[src/rtl/cadr_defs.svh]
// CADR overlord console constants
// Fetch pacing, boot PROM limit and console register map
`ifndef CADR_DEFS_SVH
`define CADR_DEFS_SVH

// Clock cycles per micro fetch
`define CADR_FETCH_CYCLES 4

// Micro PC where the boot PROM region ends
`define CADR_PROM_END 16

`define CADR_SCRATCH_RESET 16'h1234

// Console register byte offsets
`define CADR_REG_MODE    5'h00
`define CADR_REG_SCRATCH 5'h04
`define CADR_REG_OPC     5'h08
`define CADR_REG_CLK     5'h0C
`define CADR_REG_STATUS  5'h10
`define CADR_REG_UPC     5'h14

`endif

[src/rtl/cadr_pkg.sv]
// CADR overlord shared types
// Spy word, micro PC, register offset, AXI response and slave states
package cadr_pkg;

   // Spy bus and AXI data word
   typedef logic [15:0] spy_word_t;

   // Micro PC of the stand-in sequencer
   typedef logic [13:0] upc_t;

   // Byte offset of a console register
   typedef logic [4:0] reg_addr_t;

   // AXI response code
   typedef logic [1:0] axi_resp_t;

   typedef enum logic [1:0]
   {
      axil_idle,
      axil_wresp,
      axil_rdata
   } axil_state_t;

endpackage

[src/rtl/spy_bus_if.sv]
// Spy bus between the host slave and the console registers
// Load strobes one way, register readback the other
`timescale 1ns/1ps

interface spy_bus_if;
   import cadr_pkg::*;

   spy_word_t   spy_in;
   logic        ldmode;
   logic        ldscratch;
   logic        ldopc;
   logic        ldclk;

   // Readback fields
   spy_word_t   scratch;
   logic [3:0]  mode;     // promdisable, trapenb, stathenb, errstop
   logic [2:0]  opc;      // opcinh, opcclk, lpc_hold
   logic [4:0]  clkctl;   // ldstat, idebug, nop11, step, run
   logic [5:0]  status;   // errhalt down to machrun

   modport host (output spy_in, ldmode, ldscratch, ldopc, ldclk,
                 input  scratch, mode, opc, clkctl, status);

   modport console (input  spy_in, ldmode, ldscratch, ldopc, ldclk,
                    output scratch, mode, opc, clkctl, status);

endinterface

[src/rtl/cadr_overlord_top.sv]
// CADR overlord console top level
// AXI4-Lite host port, console registers and stand-in sequencer
`timescale 1ns/1ps

module cadr_overlord_top
(
   input  logic                clk,
   input  logic                reset,
   input  cadr_pkg::reg_addr_t awaddr,
   input  logic                awvalid,
   output logic                awready,
   input  cadr_pkg::spy_word_t wdata,
   input  logic                wvalid,
   output logic                wready,
   output cadr_pkg::axi_resp_t bresp,
   output logic                bvalid,
   input  logic                bready,
   input  cadr_pkg::reg_addr_t araddr,
   input  logic                arvalid,
   output logic                arready,
   output cadr_pkg::spy_word_t rdata,
   output cadr_pkg::axi_resp_t rresp,
   output logic                rvalid,
   input  logic                rready,
   input  logic                boot,
   input  logic                statstop,
   input  logic                waiting,
   input  logic                error,
   output logic                machrun,
   output logic                opcinh,
   output logic                opcclk,
   output logic                lpc_hold,
   output logic                idebug
);
   import cadr_pkg::*;

   upc_t upc;
   logic errstop;
   logic errhalt;
   logic state_fetch;
   logic set_promdisable;

   spy_bus_if spy_bus_i ();

   spy_axil_slave spy_axil_slave_i
   (
      .clk     (clk),
      .reset   (reset),
      .awaddr  (awaddr),
      .awvalid (awvalid),
      .awready (awready),
      .wdata   (wdata),
      .wvalid  (wvalid),
      .wready  (wready),
      .bresp   (bresp),
      .bvalid  (bvalid),
      .bready  (bready),
      .araddr  (araddr),
      .arvalid (arvalid),
      .arready (arready),
      .rdata   (rdata),
      .rresp   (rresp),
      .rvalid  (rvalid),
      .rready  (rready),
      .spy     (spy_bus_i.host),
      .upc     (upc)
   );

   // PROM disable has no consumer without the datapath
   overlord_ctrl overlord_ctrl_i
   (
      .clk             (clk),
      .reset           (reset),
      .spy             (spy_bus_i.console),
      .boot            (boot),
      .statstop        (statstop),
      .waiting         (waiting),
      .errhalt         (errhalt),
      .state_fetch     (state_fetch),
      .set_promdisable (set_promdisable),
      .machrun         (machrun),
      .errstop         (errstop),
      .promdisable     (),
      .opcinh          (opcinh),
      .opcclk          (opcclk),
      .lpc_hold        (lpc_hold),
      .idebug          (idebug)
   );

   micro_cycle_sequencer micro_cycle_sequencer_i
   (
      .clk             (clk),
      .reset           (reset),
      .machrun         (machrun),
      .errstop         (errstop),
      .error           (error),
      .state_fetch     (state_fetch),
      .upc             (upc),
      .set_promdisable (set_promdisable),
      .errhalt         (errhalt)
   );

endmodule

[src/rtl/micro_cycle_sequencer.sv]
// Stand-in microsequencer for the overlord
// Paces fetches while running, advances the micro PC, latches error halt
`timescale 1ns/1ps
`include "cadr_defs.svh"

module micro_cycle_sequencer
(
   input  logic           clk,
   input  logic           reset,
   input  logic           machrun,
   input  logic           errstop,
   input  logic           error,
   output logic           state_fetch,
   output cadr_pkg::upc_t upc,
   output logic           set_promdisable,
   output logic           errhalt
);
   import cadr_pkg::*;

   localparam int cnt_w = $clog2(`CADR_FETCH_CYCLES);
   localparam logic [cnt_w-1:0] cnt_last = cnt_w'(`CADR_FETCH_CYCLES - 1);

   logic [cnt_w-1:0] cyc_cnt;
   upc_t             upc_next;
   logic             fetch;

   assign fetch    = machrun && (cyc_cnt == cnt_last);
   assign upc_next = upc + 1'b1;   // wraps at the micro PC width

   always_ff @(posedge clk)
   begin
      if (reset)
      begin
         cyc_cnt         <= '0;
         upc             <= '0;
         state_fetch     <= 1'b0;
         set_promdisable <= 1'b0;
      end
      else
      begin
         state_fetch     <= fetch;
         set_promdisable <= fetch && (upc_next == upc_t'(`CADR_PROM_END));
         // Count only while the machine runs
         if (!machrun || fetch)
            cyc_cnt <= '0;
         else
            cyc_cnt <= cyc_cnt + 1'b1;
         if (fetch)
            upc <= upc_next;
      end
   end

   // Error halt holds until errstop is dropped
   always_ff @(posedge clk)
   begin
      if (reset)
         errhalt <= 1'b0;
      else if (!errstop)
         errhalt <= 1'b0;
      else if (error)
         errhalt <= 1'b1;
   end

endmodule

[src/rtl/overlord_ctrl.sv]
// Overlord console registers and run control
// Mode, scratch, OPC and clock registers, single step and machine run
`timescale 1ns/1ps
`include "cadr_defs.svh"

module overlord_ctrl
(
   input  logic      clk,
   input  logic      reset,
   spy_bus_if.console spy,
   input  logic      boot,
   input  logic      statstop,
   input  logic      waiting,
   input  logic      errhalt,
   input  logic      state_fetch,
   input  logic      set_promdisable,
   output logic      machrun,
   output logic      errstop,
   output logic      promdisable,
   output logic      opcinh,
   output logic      opcclk,
   output logic      lpc_hold,
   output logic      idebug
);
   import cadr_pkg::*;

   spy_word_t scratch;
   logic      trapenb;
   logic      stathenb;
   logic      ldstat;
   logic      nop11;
   logic      step;
   logic      run;
   logic      srun;
   logic      sstep;
   logic      ssdone;
   logic      promdisabled;
   logic      stathalt;

   // Mode register, PROM disable may also be set by the sequencer
   always_ff @(posedge clk)
   begin
      if (reset)
      begin
         promdisable <= 1'b0;
         trapenb     <= 1'b0;
         stathenb    <= 1'b0;
         errstop     <= 1'b0;
      end
      else if (spy.ldmode)
      begin
         promdisable <= spy.spy_in[5];
         trapenb     <= spy.spy_in[4];
         stathenb    <= spy.spy_in[3];
         errstop     <= spy.spy_in[2];
      end
      else if (set_promdisable)
         promdisable <= 1'b1;
   end

   always_ff @(posedge clk)
   begin
      if (reset)
         scratch <= `CADR_SCRATCH_RESET;
      else if (spy.ldscratch)
         scratch <= spy.spy_in;
   end

   always_ff @(posedge clk)
   begin
      if (reset)
      begin
         opcinh   <= 1'b0;
         opcclk   <= 1'b0;
         lpc_hold <= 1'b0;
      end
      else if (spy.ldopc)
      begin
         opcinh   <= spy.spy_in[2];
         opcclk   <= spy.spy_in[1];
         lpc_hold <= spy.spy_in[0];
      end
   end

   // Clock register, boot forces run on
   always_ff @(posedge clk)
   begin
      if (reset)
      begin
         ldstat <= 1'b0;
         idebug <= 1'b0;
         nop11  <= 1'b0;
         step   <= 1'b0;
         run    <= 1'b0;
      end
      else
      begin
         if (spy.ldclk)
         begin
            ldstat <= spy.spy_in[4];
            idebug <= spy.spy_in[3];
            nop11  <= spy.spy_in[2];
            step   <= spy.spy_in[1];
         end
         if (boot)
            run <= 1'b1;
         else if (spy.ldclk)
            run <= spy.spy_in[0];
      end
   end

   always_ff @(posedge clk)
   begin
      if (reset)
      begin
         srun         <= 1'b0;
         sstep        <= 1'b0;
         ssdone       <= 1'b0;
         promdisabled <= 1'b0;
      end
      else
      begin
         srun         <= run;
         sstep        <= step;
         promdisabled <= promdisable;
         // A fresh step request starts a new single cycle
         if (step && !sstep)
            ssdone <= 1'b0;
         if (state_fetch)
            ssdone <= sstep;
      end
   end

   assign stathalt = statstop & stathenb;
   assign machrun  = (sstep & ~ssdone) | (srun & ~errhalt & ~waiting & ~stathalt);

   assign spy.scratch = scratch;
   assign spy.mode    = {promdisable, trapenb, stathenb, errstop};
   assign spy.opc     = {opcinh, opcclk, lpc_hold};
   assign spy.clkctl  = {ldstat, idebug, nop11, step, run};
   assign spy.status  = {errhalt, stathalt, promdisabled, ssdone, srun, machrun};

   a_ssdone_on_fetch: assert property (@(posedge clk) disable iff (reset)
      $rose(ssdone) |-> $past(state_fetch));

endmodule

[src/rtl/spy_axil_slave.sv]
// AXI4-Lite slave for the overlord console
// Host writes become spy load strobes, reads return console fields
`timescale 1ns/1ps
`include "cadr_defs.svh"

module spy_axil_slave
(
   input  logic                clk,
   input  logic                reset,
   input  cadr_pkg::reg_addr_t awaddr,
   input  logic                awvalid,
   output logic                awready,
   input  cadr_pkg::spy_word_t wdata,
   input  logic                wvalid,
   output logic                wready,
   output cadr_pkg::axi_resp_t bresp,
   output logic                bvalid,
   input  logic                bready,
   input  cadr_pkg::reg_addr_t araddr,
   input  logic                arvalid,
   output logic                arready,
   output cadr_pkg::spy_word_t rdata,
   output cadr_pkg::axi_resp_t rresp,
   output logic                rvalid,
   input  logic                rready,
   spy_bus_if.host             spy,
   input  cadr_pkg::upc_t      upc
);
   import cadr_pkg::*;

   localparam axi_resp_t resp_okay   = 2'b00;
   localparam axi_resp_t resp_slverr = 2'b10;

   axil_state_t state;
   reg_addr_t   wr_addr;
   reg_addr_t   rd_addr;
   spy_word_t   wr_data;
   spy_word_t   rd_word;
   logic        rd_ok;
   logic        wr_ok;

   // Only the four loadable registers accept writes
   assign wr_ok = wr_addr inside {`CADR_REG_MODE, `CADR_REG_SCRATCH,
                                  `CADR_REG_OPC, `CADR_REG_CLK};

   assign spy.spy_in = wr_data;

   always_comb
   begin
      rd_word = '0;
      rd_ok   = 1'b1;
      case (rd_addr)
         `CADR_REG_MODE:    rd_word = spy_word_t'({spy.mode, 2'b00});
         `CADR_REG_SCRATCH: rd_word = spy.scratch;
         `CADR_REG_OPC:     rd_word = spy_word_t'(spy.opc);
         `CADR_REG_CLK:     rd_word = spy_word_t'(spy.clkctl);
         `CADR_REG_STATUS:  rd_word = spy_word_t'(spy.status);
         `CADR_REG_UPC:     rd_word = spy_word_t'(upc);
         default:           rd_ok   = 1'b0;
      endcase
   end

   always_ff @(posedge clk)
   begin
      if (reset)
      begin
         state         <= axil_idle;
         awready       <= 1'b0;
         wready        <= 1'b0;
         arready       <= 1'b0;
         bvalid        <= 1'b0;
         rvalid        <= 1'b0;
         spy.ldmode    <= 1'b0;
         spy.ldscratch <= 1'b0;
         spy.ldopc     <= 1'b0;
         spy.ldclk     <= 1'b0;
      end
      else
      begin
         spy.ldmode    <= 1'b0;
         spy.ldscratch <= 1'b0;
         spy.ldopc     <= 1'b0;
         spy.ldclk     <= 1'b0;
         case (state)
            axil_idle:
               // Writes win over reads
               if (awvalid && wvalid)
               begin
                  awready <= 1'b1;
                  wready  <= 1'b1;
                  state   <= axil_wresp;
               end
               else if (arvalid)
               begin
                  arready <= 1'b1;
                  state   <= axil_rdata;
               end
            axil_wresp:
               if (awready)
               begin
                  awready       <= 1'b0;
                  wready        <= 1'b0;
                  bvalid        <= 1'b1;
                  spy.ldmode    <= (wr_addr == `CADR_REG_MODE);
                  spy.ldscratch <= (wr_addr == `CADR_REG_SCRATCH);
                  spy.ldopc     <= (wr_addr == `CADR_REG_OPC);
                  spy.ldclk     <= (wr_addr == `CADR_REG_CLK);
               end
               else if (bvalid && bready)
               begin
                  bvalid <= 1'b0;
                  state  <= axil_idle;
               end
            axil_rdata:
               if (arready)
               begin
                  arready <= 1'b0;
                  rvalid  <= 1'b1;
               end
               else if (rvalid && rready)
               begin
                  rvalid <= 1'b0;
                  state  <= axil_idle;
               end
            default:
               state <= axil_idle;
         endcase
      end
   end

   // Address, data and response capture
   always_ff @(posedge clk)
   begin
      if (state == axil_idle)
      begin
         wr_addr <= awaddr;
         wr_data <= wdata;
         rd_addr <= araddr;
      end
      if (state == axil_wresp && awready)
         bresp <= wr_ok ? resp_okay : resp_slverr;
      if (state == axil_rdata && arready)
      begin
         rdata <= rd_word;
         rresp <= rd_ok ? resp_okay : resp_slverr;
      end
   end

   a_one_strobe: assert property (@(posedge clk) disable iff (reset)
      $onehot0({spy.ldmode, spy.ldscratch, spy.ldopc, spy.ldclk}));

   a_bvalid_hold: assert property (@(posedge clk) disable iff (reset)
      bvalid && !bready |=> bvalid);

endmodule

[config.mk]
export PLATFORM = sky130hd
export DESIGN_NAME = cadr_overlord_top
export DESIGN_NICKNAME = d
export VERILOG_FILES = /design/src/rtl/cadr_pkg.sv /design/src/rtl/spy_bus_if.sv /design/src/rtl/cadr_overlord_top.sv /design/src/rtl/micro_cycle_sequencer.sv /design/src/rtl/overlord_ctrl.sv /design/src/rtl/spy_axil_slave.sv
export VERILOG_INCLUDE_DIRS = /design/src /design/src/rtl
export SDC_FILE = /design/constraint.sdc
export NUM_CORES = 1
export LEC_CHECK = 0
export BUFFER_PORTS_ARGS = -buffer_cell sky130_fd_sc_hd__buf_2
export CORE_UTILIZATION = 55
export CTS_BUF_LIST = sky130_fd_sc_hd__clkbuf_8
export DETAILED_ROUTE_END_ITERATION = 12
export PLACE_DENSITY_LB_ADDON = 0.12
export SLEW_MARGIN = 20
export SYNTH_ARGS = -nofsm -noshare
export SYNTH_HDL_FRONTEND = slang
export SYNTH_SLANG_ARGS = --single-unit
[constraint.sdc]
create_clock -name clk -period 3.1 [get_ports clk]
set_input_delay 0.31 -clock clk [delete_from_list [all_inputs] [get_ports clk]]
set_output_delay 0.31 -clock clk [all_outputs]
set_load 0.02 [all_outputs]
==> results of run 1 <==
==> registers in the layout, summed over array words and instances, names as in the netlist, 2 cells and up <==
register                         cells
micro_cycle_sequencer_i.upc         14
spy_axil_slave_i.wr_addr             5
spy_axil_slave_i.rdata              16
spy_axil_slave_i.state               2
micro_cycle_sequencer_i.cyc_cnt      2
spy_axil_slave_i.rd_addr             5
overlord_ctrl_i.spy.scratch         16
spy_axil_slave_i.spy.spy_in         16
==> worst max-delay path by stage <==
| stage | start | to | slack, ns | depth (start not counted) |
|---|---|---|---|---|
| floorplan | spy_axil_slave_i.state[1]$_SDFFE_PP0P_ | spy_axil_slave_i.rd_addr[0]$_DFFE_PN_ | 1.09 | 2 |
| global placement | waiting | micro_cycle_sequencer_i.set_promdisable$_SDFF_PP0_ | 0.93 | 6 |
| detailed placement | waiting | micro_cycle_sequencer_i.set_promdisable$_SDFF_PP0_ | 0.90 | 6 |
| CTS | micro_cycle_sequencer_i.errhalt$_SDFFE_PP0P_ | micro_cycle_sequencer_i.set_promdisable$_SDFF_PP0_ | 0.97 | 5 |
| global route | micro_cycle_sequencer_i.upc[4]$_SDFFE_PP0P_ | micro_cycle_sequencer_i.set_promdisable$_SDFF_PP0_ | 0.83 | 5 |
| finish | micro_cycle_sequencer_i.errhalt$_SDFFE_PP0P_ | micro_cycle_sequencer_i.set_promdisable$_SDFF_PP0_ | 0.97 | 5 |
==> area by class of cell <==
type,count,area [um^2],area share [%]
clock buffer,11,151,3.15
tap,99,124,2.58
clock inverter,5,45.0,0.938
timing repair buffer,68,350,7.30
inverter,4,15.0,0.313
sequential,106,2560,53.4
multi-input combinational,245,1550,32.4
==> per-layer routing <==
metal | vias up | global-route usage, %
met4 | 0 | 8.80
li1 | 1456 | -
met3 | 13 | 5.26
met2 | 64 | 38.2
met1 | 1388 | 27.3
met5 | - | 0
==> power groups by stage <==
stage	clock, mW	combinational [mW]	sequential (mW)
CTS	0.841	0.250	1.65
detailed placement	0	0.250	1.68
floorplan	0	0.153	1.67
finish	0.824	0.247	1.65
global route	0.892	0.274	1.66
global placement	0	0.243	1.68
==> cell usage after synthesis, types with 2 or more instances <==
cell	instances	area, um^2
a22oi_1	7	52.6
and3_1	8	50.1
nand3_1	16	80.1
nand2b_1	2	12.5
buf_4	2	15.0
nor4_1	2	12.5
inv_1	4	15.0
a211oi_1	2	15.0
and2_1	4	25.0
mux2_2	3	33.8
buf_1	4	15.0
a21oi_1	11	55.1
nor3_1	8	40.0
dfxtp_1	62	1240
edfxtp_1	44	1320
xnor2_1	2	17.5
mux2i_1	21	210
a211o_1	5	43.8
ha_1	2	25.0
nor2b_1	12	75.1
nor3b_1	2	15.0
nand2_1	21	78.8
o21ai_0	5	25.0
clkbuf_1	14	52.6
nand4_1	7	43.8
a22o_1	10	87.6
nor2_1	59	221
or3_1	7	43.8
mux4_2	2	45.0
xor2_1	12	105
==> worst register-to-register path, cell delays in order (launching register included) <==
cell	delay, ns
dfxtp_1	0.33
or3b_4	0.40
o22ai_4	0.40
nand2_4	0.13
or4_4	0.54
nor4_2	0.26
==> cells by family after synthesis <==
family                     synth area share (%)
AOI/OAI and AO/OA                          8.05
xor gates and xnor gates                   2.91
adders and majority gates                 0.594
buffers and inverters                      2.43
DFF                                        60.8
muxes                                      6.86
other                                    0.0890
and+or+nand+nor                            18.2
==> metrics by stage <==
step	util, %	instance area [um^2]	hold WS [ns]	setup slack (ns)	total power [mW]
floorplan	-	4220	0.396	1.09	1.82
global placement	62.8	4610	0.407	0.929	1.92
detailed placement	62.8	4610	0.417	0.898	1.93
CTS	65.5	4800	0.0968	0.970	2.74
global route	65.5	4800	0.0851	0.828	2.83
finish	65.5	4800	0.106	0.966	2.72
==> cells in the final DEF, fill, tap and decap left out, types with 2 or more instances in the layout <==
master	synthesis	layout
nor4_1	2	2
mux2_2	3	3
nor3b_1	2	2
o21ai_0	5	5
mux2i_1	21	21
buf_4	2	4
and2_1	4	4
nand4_1	7	7
a211oi_1	2	2
xor2_1	12	12
edfxtp_1	44	44
nor2b_1	12	12
inv_1	4	4
nor3_1	8	8
nand2_1	21	21
nand3_1	16	16
mux4_2	2	2
ha_1	2	2
xnor2_1	2	2
inv_6	0	2
buf_2	1	64
a22o_1	10	10
a22oi_1	7	7
and3_1	8	8
nand2b_1	2	2
conb_1	1	2
or3_1	7	7
nor2_1	59	58
a21oi_1	11	11
clkbuf_8	0	11
a211o_1	5	5
dfxtp_1	62	62
==> out/results.tsv, run 1 <==
metric	value	unit
cts_setup_buffers	0	
worst-path-buf-inv	0	
p_comb_share	9.1	%
post_drt_wl_per_cell	15.2	um
maxSlewViolCount	0	
crit_chain	or3b_4, o22ai_4, nand2_4, or4_4, nor4_2	
reg2regPathDepth	5	
grt_use_total	22.3	%
clock.fmax	0.469	GHz
die_x	89.5	um
ys_seq_area_share	60.8	%
wl_met2	4150	um
fill_cells	580	
worst_slew_pin_slew	1.06	ns
hp-start	awaddr[3]	
ys_dominant_reg_cell	dfxtp_1	
status	finished clean	
critPathTopFamily	simple AND/OR/NAND/NOR gates	
report.final.hold_viol_count	0	
vias	2921	
peakVddDrop	0.359	mV
min_path_type	primary input to flop	
tns	0	ns
power_density	566	nW/um^2
antenna_found_initial	0	
cp_data_required_time	3.38	ns
syn_avg_cell_area	11.2	um^2
setup_viol	0	
insertion_delay	0.37	ns
skew	0.0135	ns
drt-met1-wl	3600	um
synth-edff-count	44	
swShare	26.0	%
synthCells	375	
drt-total-wl	8160	um
die-area	8010	um^2
slowest_stage	or4_4	
initial_core_util	57.5	%
cts_made_buffers	9	
period_minus_slack	2.13	ns
clk_pin_slew_worst_paths	0.11	ns
dp_cells	522	
num_rows	31	
relSlewSlack	29.3	%
drt_pre_antenna_iters	4	
syn_area	4210	um^2
r2r_setup_slack	0.97	ns
portBuffers	64	
worstPathArrival	2.42	ns
cts_root_buf	clkbuf_8	
finalWeightedCongestion	0.840	
cts_sinks	106	
cap_violations	0	
ys_async_sr_fraction	0	%
pin_count	67	
grt_pass1_wl	13200	um
fin_nets	473	
core_region_area	7330	um^2
wl_met3	316	um
cp-start-kind	flop	
diodes	0	
synth.distinct_cells	45	
synth_warnings	0	
fin_crit_sh	68.8	%
pwr-share-clk	30.3	%
reg2reg_from	micro_cycle_sequencer_i.errhalt$_SDFFE_PP0P_	
layout-drive-gt1-share	21.6	%
via_per_inst	5.43	
crit_fanout	17	
cellInternalPower	2.01	mW
critPathKind	flop to flop	
rsz0062_at_grt	false	
clock_path_buffers	2	
ys_seq_elements	106	
overflow	0	
final_cells	538	
critPathMaxStageDelay	0.54	ns
power.switching	0.707	mW
seq_power_share	60.6	%
hold_buffers	0	
hpwl	5570	um
ant_nets	0	
dieHeight	89.5	um
reg2reg_to	micro_cycle_sequencer_i.set_promdisable$_SDFF_PP0_	
initialDrtViolationCount	141	
grt_max_degree	41	
cts_tree	yes	
grt_pass1_vias	2853	
highest_layer	met4	
p_leak	1.82	nW
end_kind	flop	
hold_depth	1	
cts_resized	0	
hold_path_end	spy_axil_slave_i.wr_addr[3]$_DFFE_PN_	
area_growth	14.0	%
htreeDepth	3	
drc_errors	0	
No activity file was read; power rests on OpenSTA's default activity.
==> run 2: changes to the inputs <==
CORE_UTILIZATION = 53   (was 55)
clock period = 1.94 ns   (was 3.1 ns; I/O delays follow)
==> run 2 against run 1 <==
Against the previous run: highest routed layer unchanged; final cell count increased by 7.2%; final area rose by 7.8%; global-route usage shrank 0.30 points; critical path type unchanged; first-iteration DRC count increased by 28%; via count is 6.5% higher; largest power group unchanged; fmax up 16%.
==> out/results.tsv, run 2 (same netlist as run 1, synthesis figures left out) <==
metric	value	unit
cts_sinks	106	
insertion_delay	0.37	ns
initial_core_util	54.8	%
cap_violations	0	
layout_common_cells	64 x buf_2, 62 x dfxtp_1, 58 x nor2_1	
p_leak	2.01	nW
status	finished clean	
period_minus_slack	1.84	ns
initialDrtViolationCount	180	
power.switching	1.13	mW
cellInternalPower	3.21	mW
area_growth	22.8	%
finalWeightedCongestion	0.853	
overflow	0	
skew	0.00800	ns
maxSlewViolCount	0	
mostFrequentLayoutCell	buf_2	
num_rows	32	
post_drt_wl_per_cell	15.1	um
tns	0	ns
pwr-share-clk	29.2	%
drt_pre_antenna_iters	4	
grt_max_degree	43	
core_region_area	7690	um^2
cp-start-kind	flop	
cts_root_buf	clkbuf_8	
portBuffers	64	
antenna_found_initial	0	
critPathKind	flop to flop	
grt_pass1_vias	2885	
peakVddDrop	0.712	mV
worstPathArrival	2.14	ns
clock_path_buffers	2	
p_total	4.34	mW
clock.fmax	0.542	GHz
slowest_stage	or4_4	
pin_count	67	
grt_use_total	22.0	%
die_x	91.2	um
die-area	8310	um^2
grt_pass1_wl	13800	um
report.final.hold_viol_count	0	
crit_chain	or3b_4, o22ai_4, nand2_4, or4_4, nor4_4	
hpwl	5710	um
p_comb_share	10.2	%
crit_fanout	6	
setup_viol	0	
cts_tree	yes	
drc_errors	0	
swShare	26.0	%
critPathMaxStageDelay	0.53	ns
drt-total-wl	8740	um
htreeDepth	3	
hold_slack	0.0493	ns
power_density	838	nW/um^2
seq_power_share	60.6	%
multiInputGateArea	1590	um^2
cp_data_required_time	2.23	ns
rsz0062_at_grt	false	
ant_nets	0	
via_per_inst	5.39	
fill_cells	613	
clk_pin_slew_worst_paths	0.10	ns
diodes	0	
min_path_type	primary input to flop	
cts_made_buffers	9	
fin_nets	509	
dieHeight	91.2	um
vias	3111	
seqCellArea	2560	um^2
layout-drive-gt1-share	22.3	%
fin_crit_sh	95.1	%
end_kind	flop	
==> run 2: changes by cell type in the layout (fill, tap and decap cells not counted), moves of 2 or more <==
cell / change
dlygate4sd3_1: +26
clkinv_4: +3
buf_4: +9
nor4_4: +3
inv_6: -2
nor4_1: -2
==> run 2: power groups by stage <==
stage	clock network, mW	registers, mW	logic (mW)
6_report	1.26	2.63	0.444
4_1_cts	1.29	2.63	0.445
3_3_place_gp	0	2.67	0.399
5_1_grt	1.38	2.64	0.484
3_5_place_dp	0	2.68	0.404
2_1_floorplan	0	2.66	0.246
==> run 2: what timing repair did <==
action | CTS | global route
setup buffers | 0 | 2
endpoints found under the setup margin | 0 | 3
gates resized for setup | 0 | 6
hold buffers | 26 | 0
hold endpoints to repair | 26 | 0
==> run 2: per-stage QoR <==
stage          utilization (%)  cells  area [um^2]  worst slack (ns)
2_1_floorplan                -    376         4220             0.109
3_3_place_gp              60.7    533         4670             0.158
3_5_place_dp              60.7    533         4670            0.0751
4_1_cts                   66.6    575         5120            0.0408
5_1_grt                   67.3    577         5170           0.00863
6_report                  67.3    577         5170            0.0952
==> run 2: final timing paths <==
check	from	depth (start not counted)	to	slack (ns)
worst max-delay path	micro_cycle_sequencer_i.errhalt$_SDFFE_PP0P_	5	micro_cycle_sequencer_i.set_promdisable$_SDFF_PP0_	0.1
worst max register to register	micro_cycle_sequencer_i.errhalt$_SDFFE_PP0P_	5	micro_cycle_sequencer_i.set_promdisable$_SDFF_PP0_	0.1
worst min-delay path	boot	3	overlord_ctrl_i.run$_SDFFE_PP0P_	0.05
worst min register to register	micro_cycle_sequencer_i.cyc_cnt[0]$_SDFF_PP0_	1	micro_cycle_sequencer_i.cyc_cnt[0]$_SDFF_PP0_	0.43
==> run 2: area by class of cell <==
class	count	area share, %
clock inverter	6	0.967
clock buffer	10	2.66
multi-input combinational	245	30.8
timing repair buffer	104	13.3
tap	102	2.47
sequential	106	49.5
inverter	4	0.290
==> run 2: layer usage <==
metal | share of wire, % | vias up | track usage (%)
met2 | 49 | 75 | 35.2
met1 | 45 | 1483 | 27.7
met5 | 0 | - | 0
li1 | - | 1532 | -
met4 | 2.8 | 0 | 11.8
met3 | 3.5 | 21 | 5.11
==> run 2: worst max-delay path: cells and delay by family, from the launching register on <==
kind             cells  cell delay [ns]
AO/OA/AOI/OAI        1             0.15
flip-flops           1             0.33
AND/OR/NAND/NOR      4             1.29
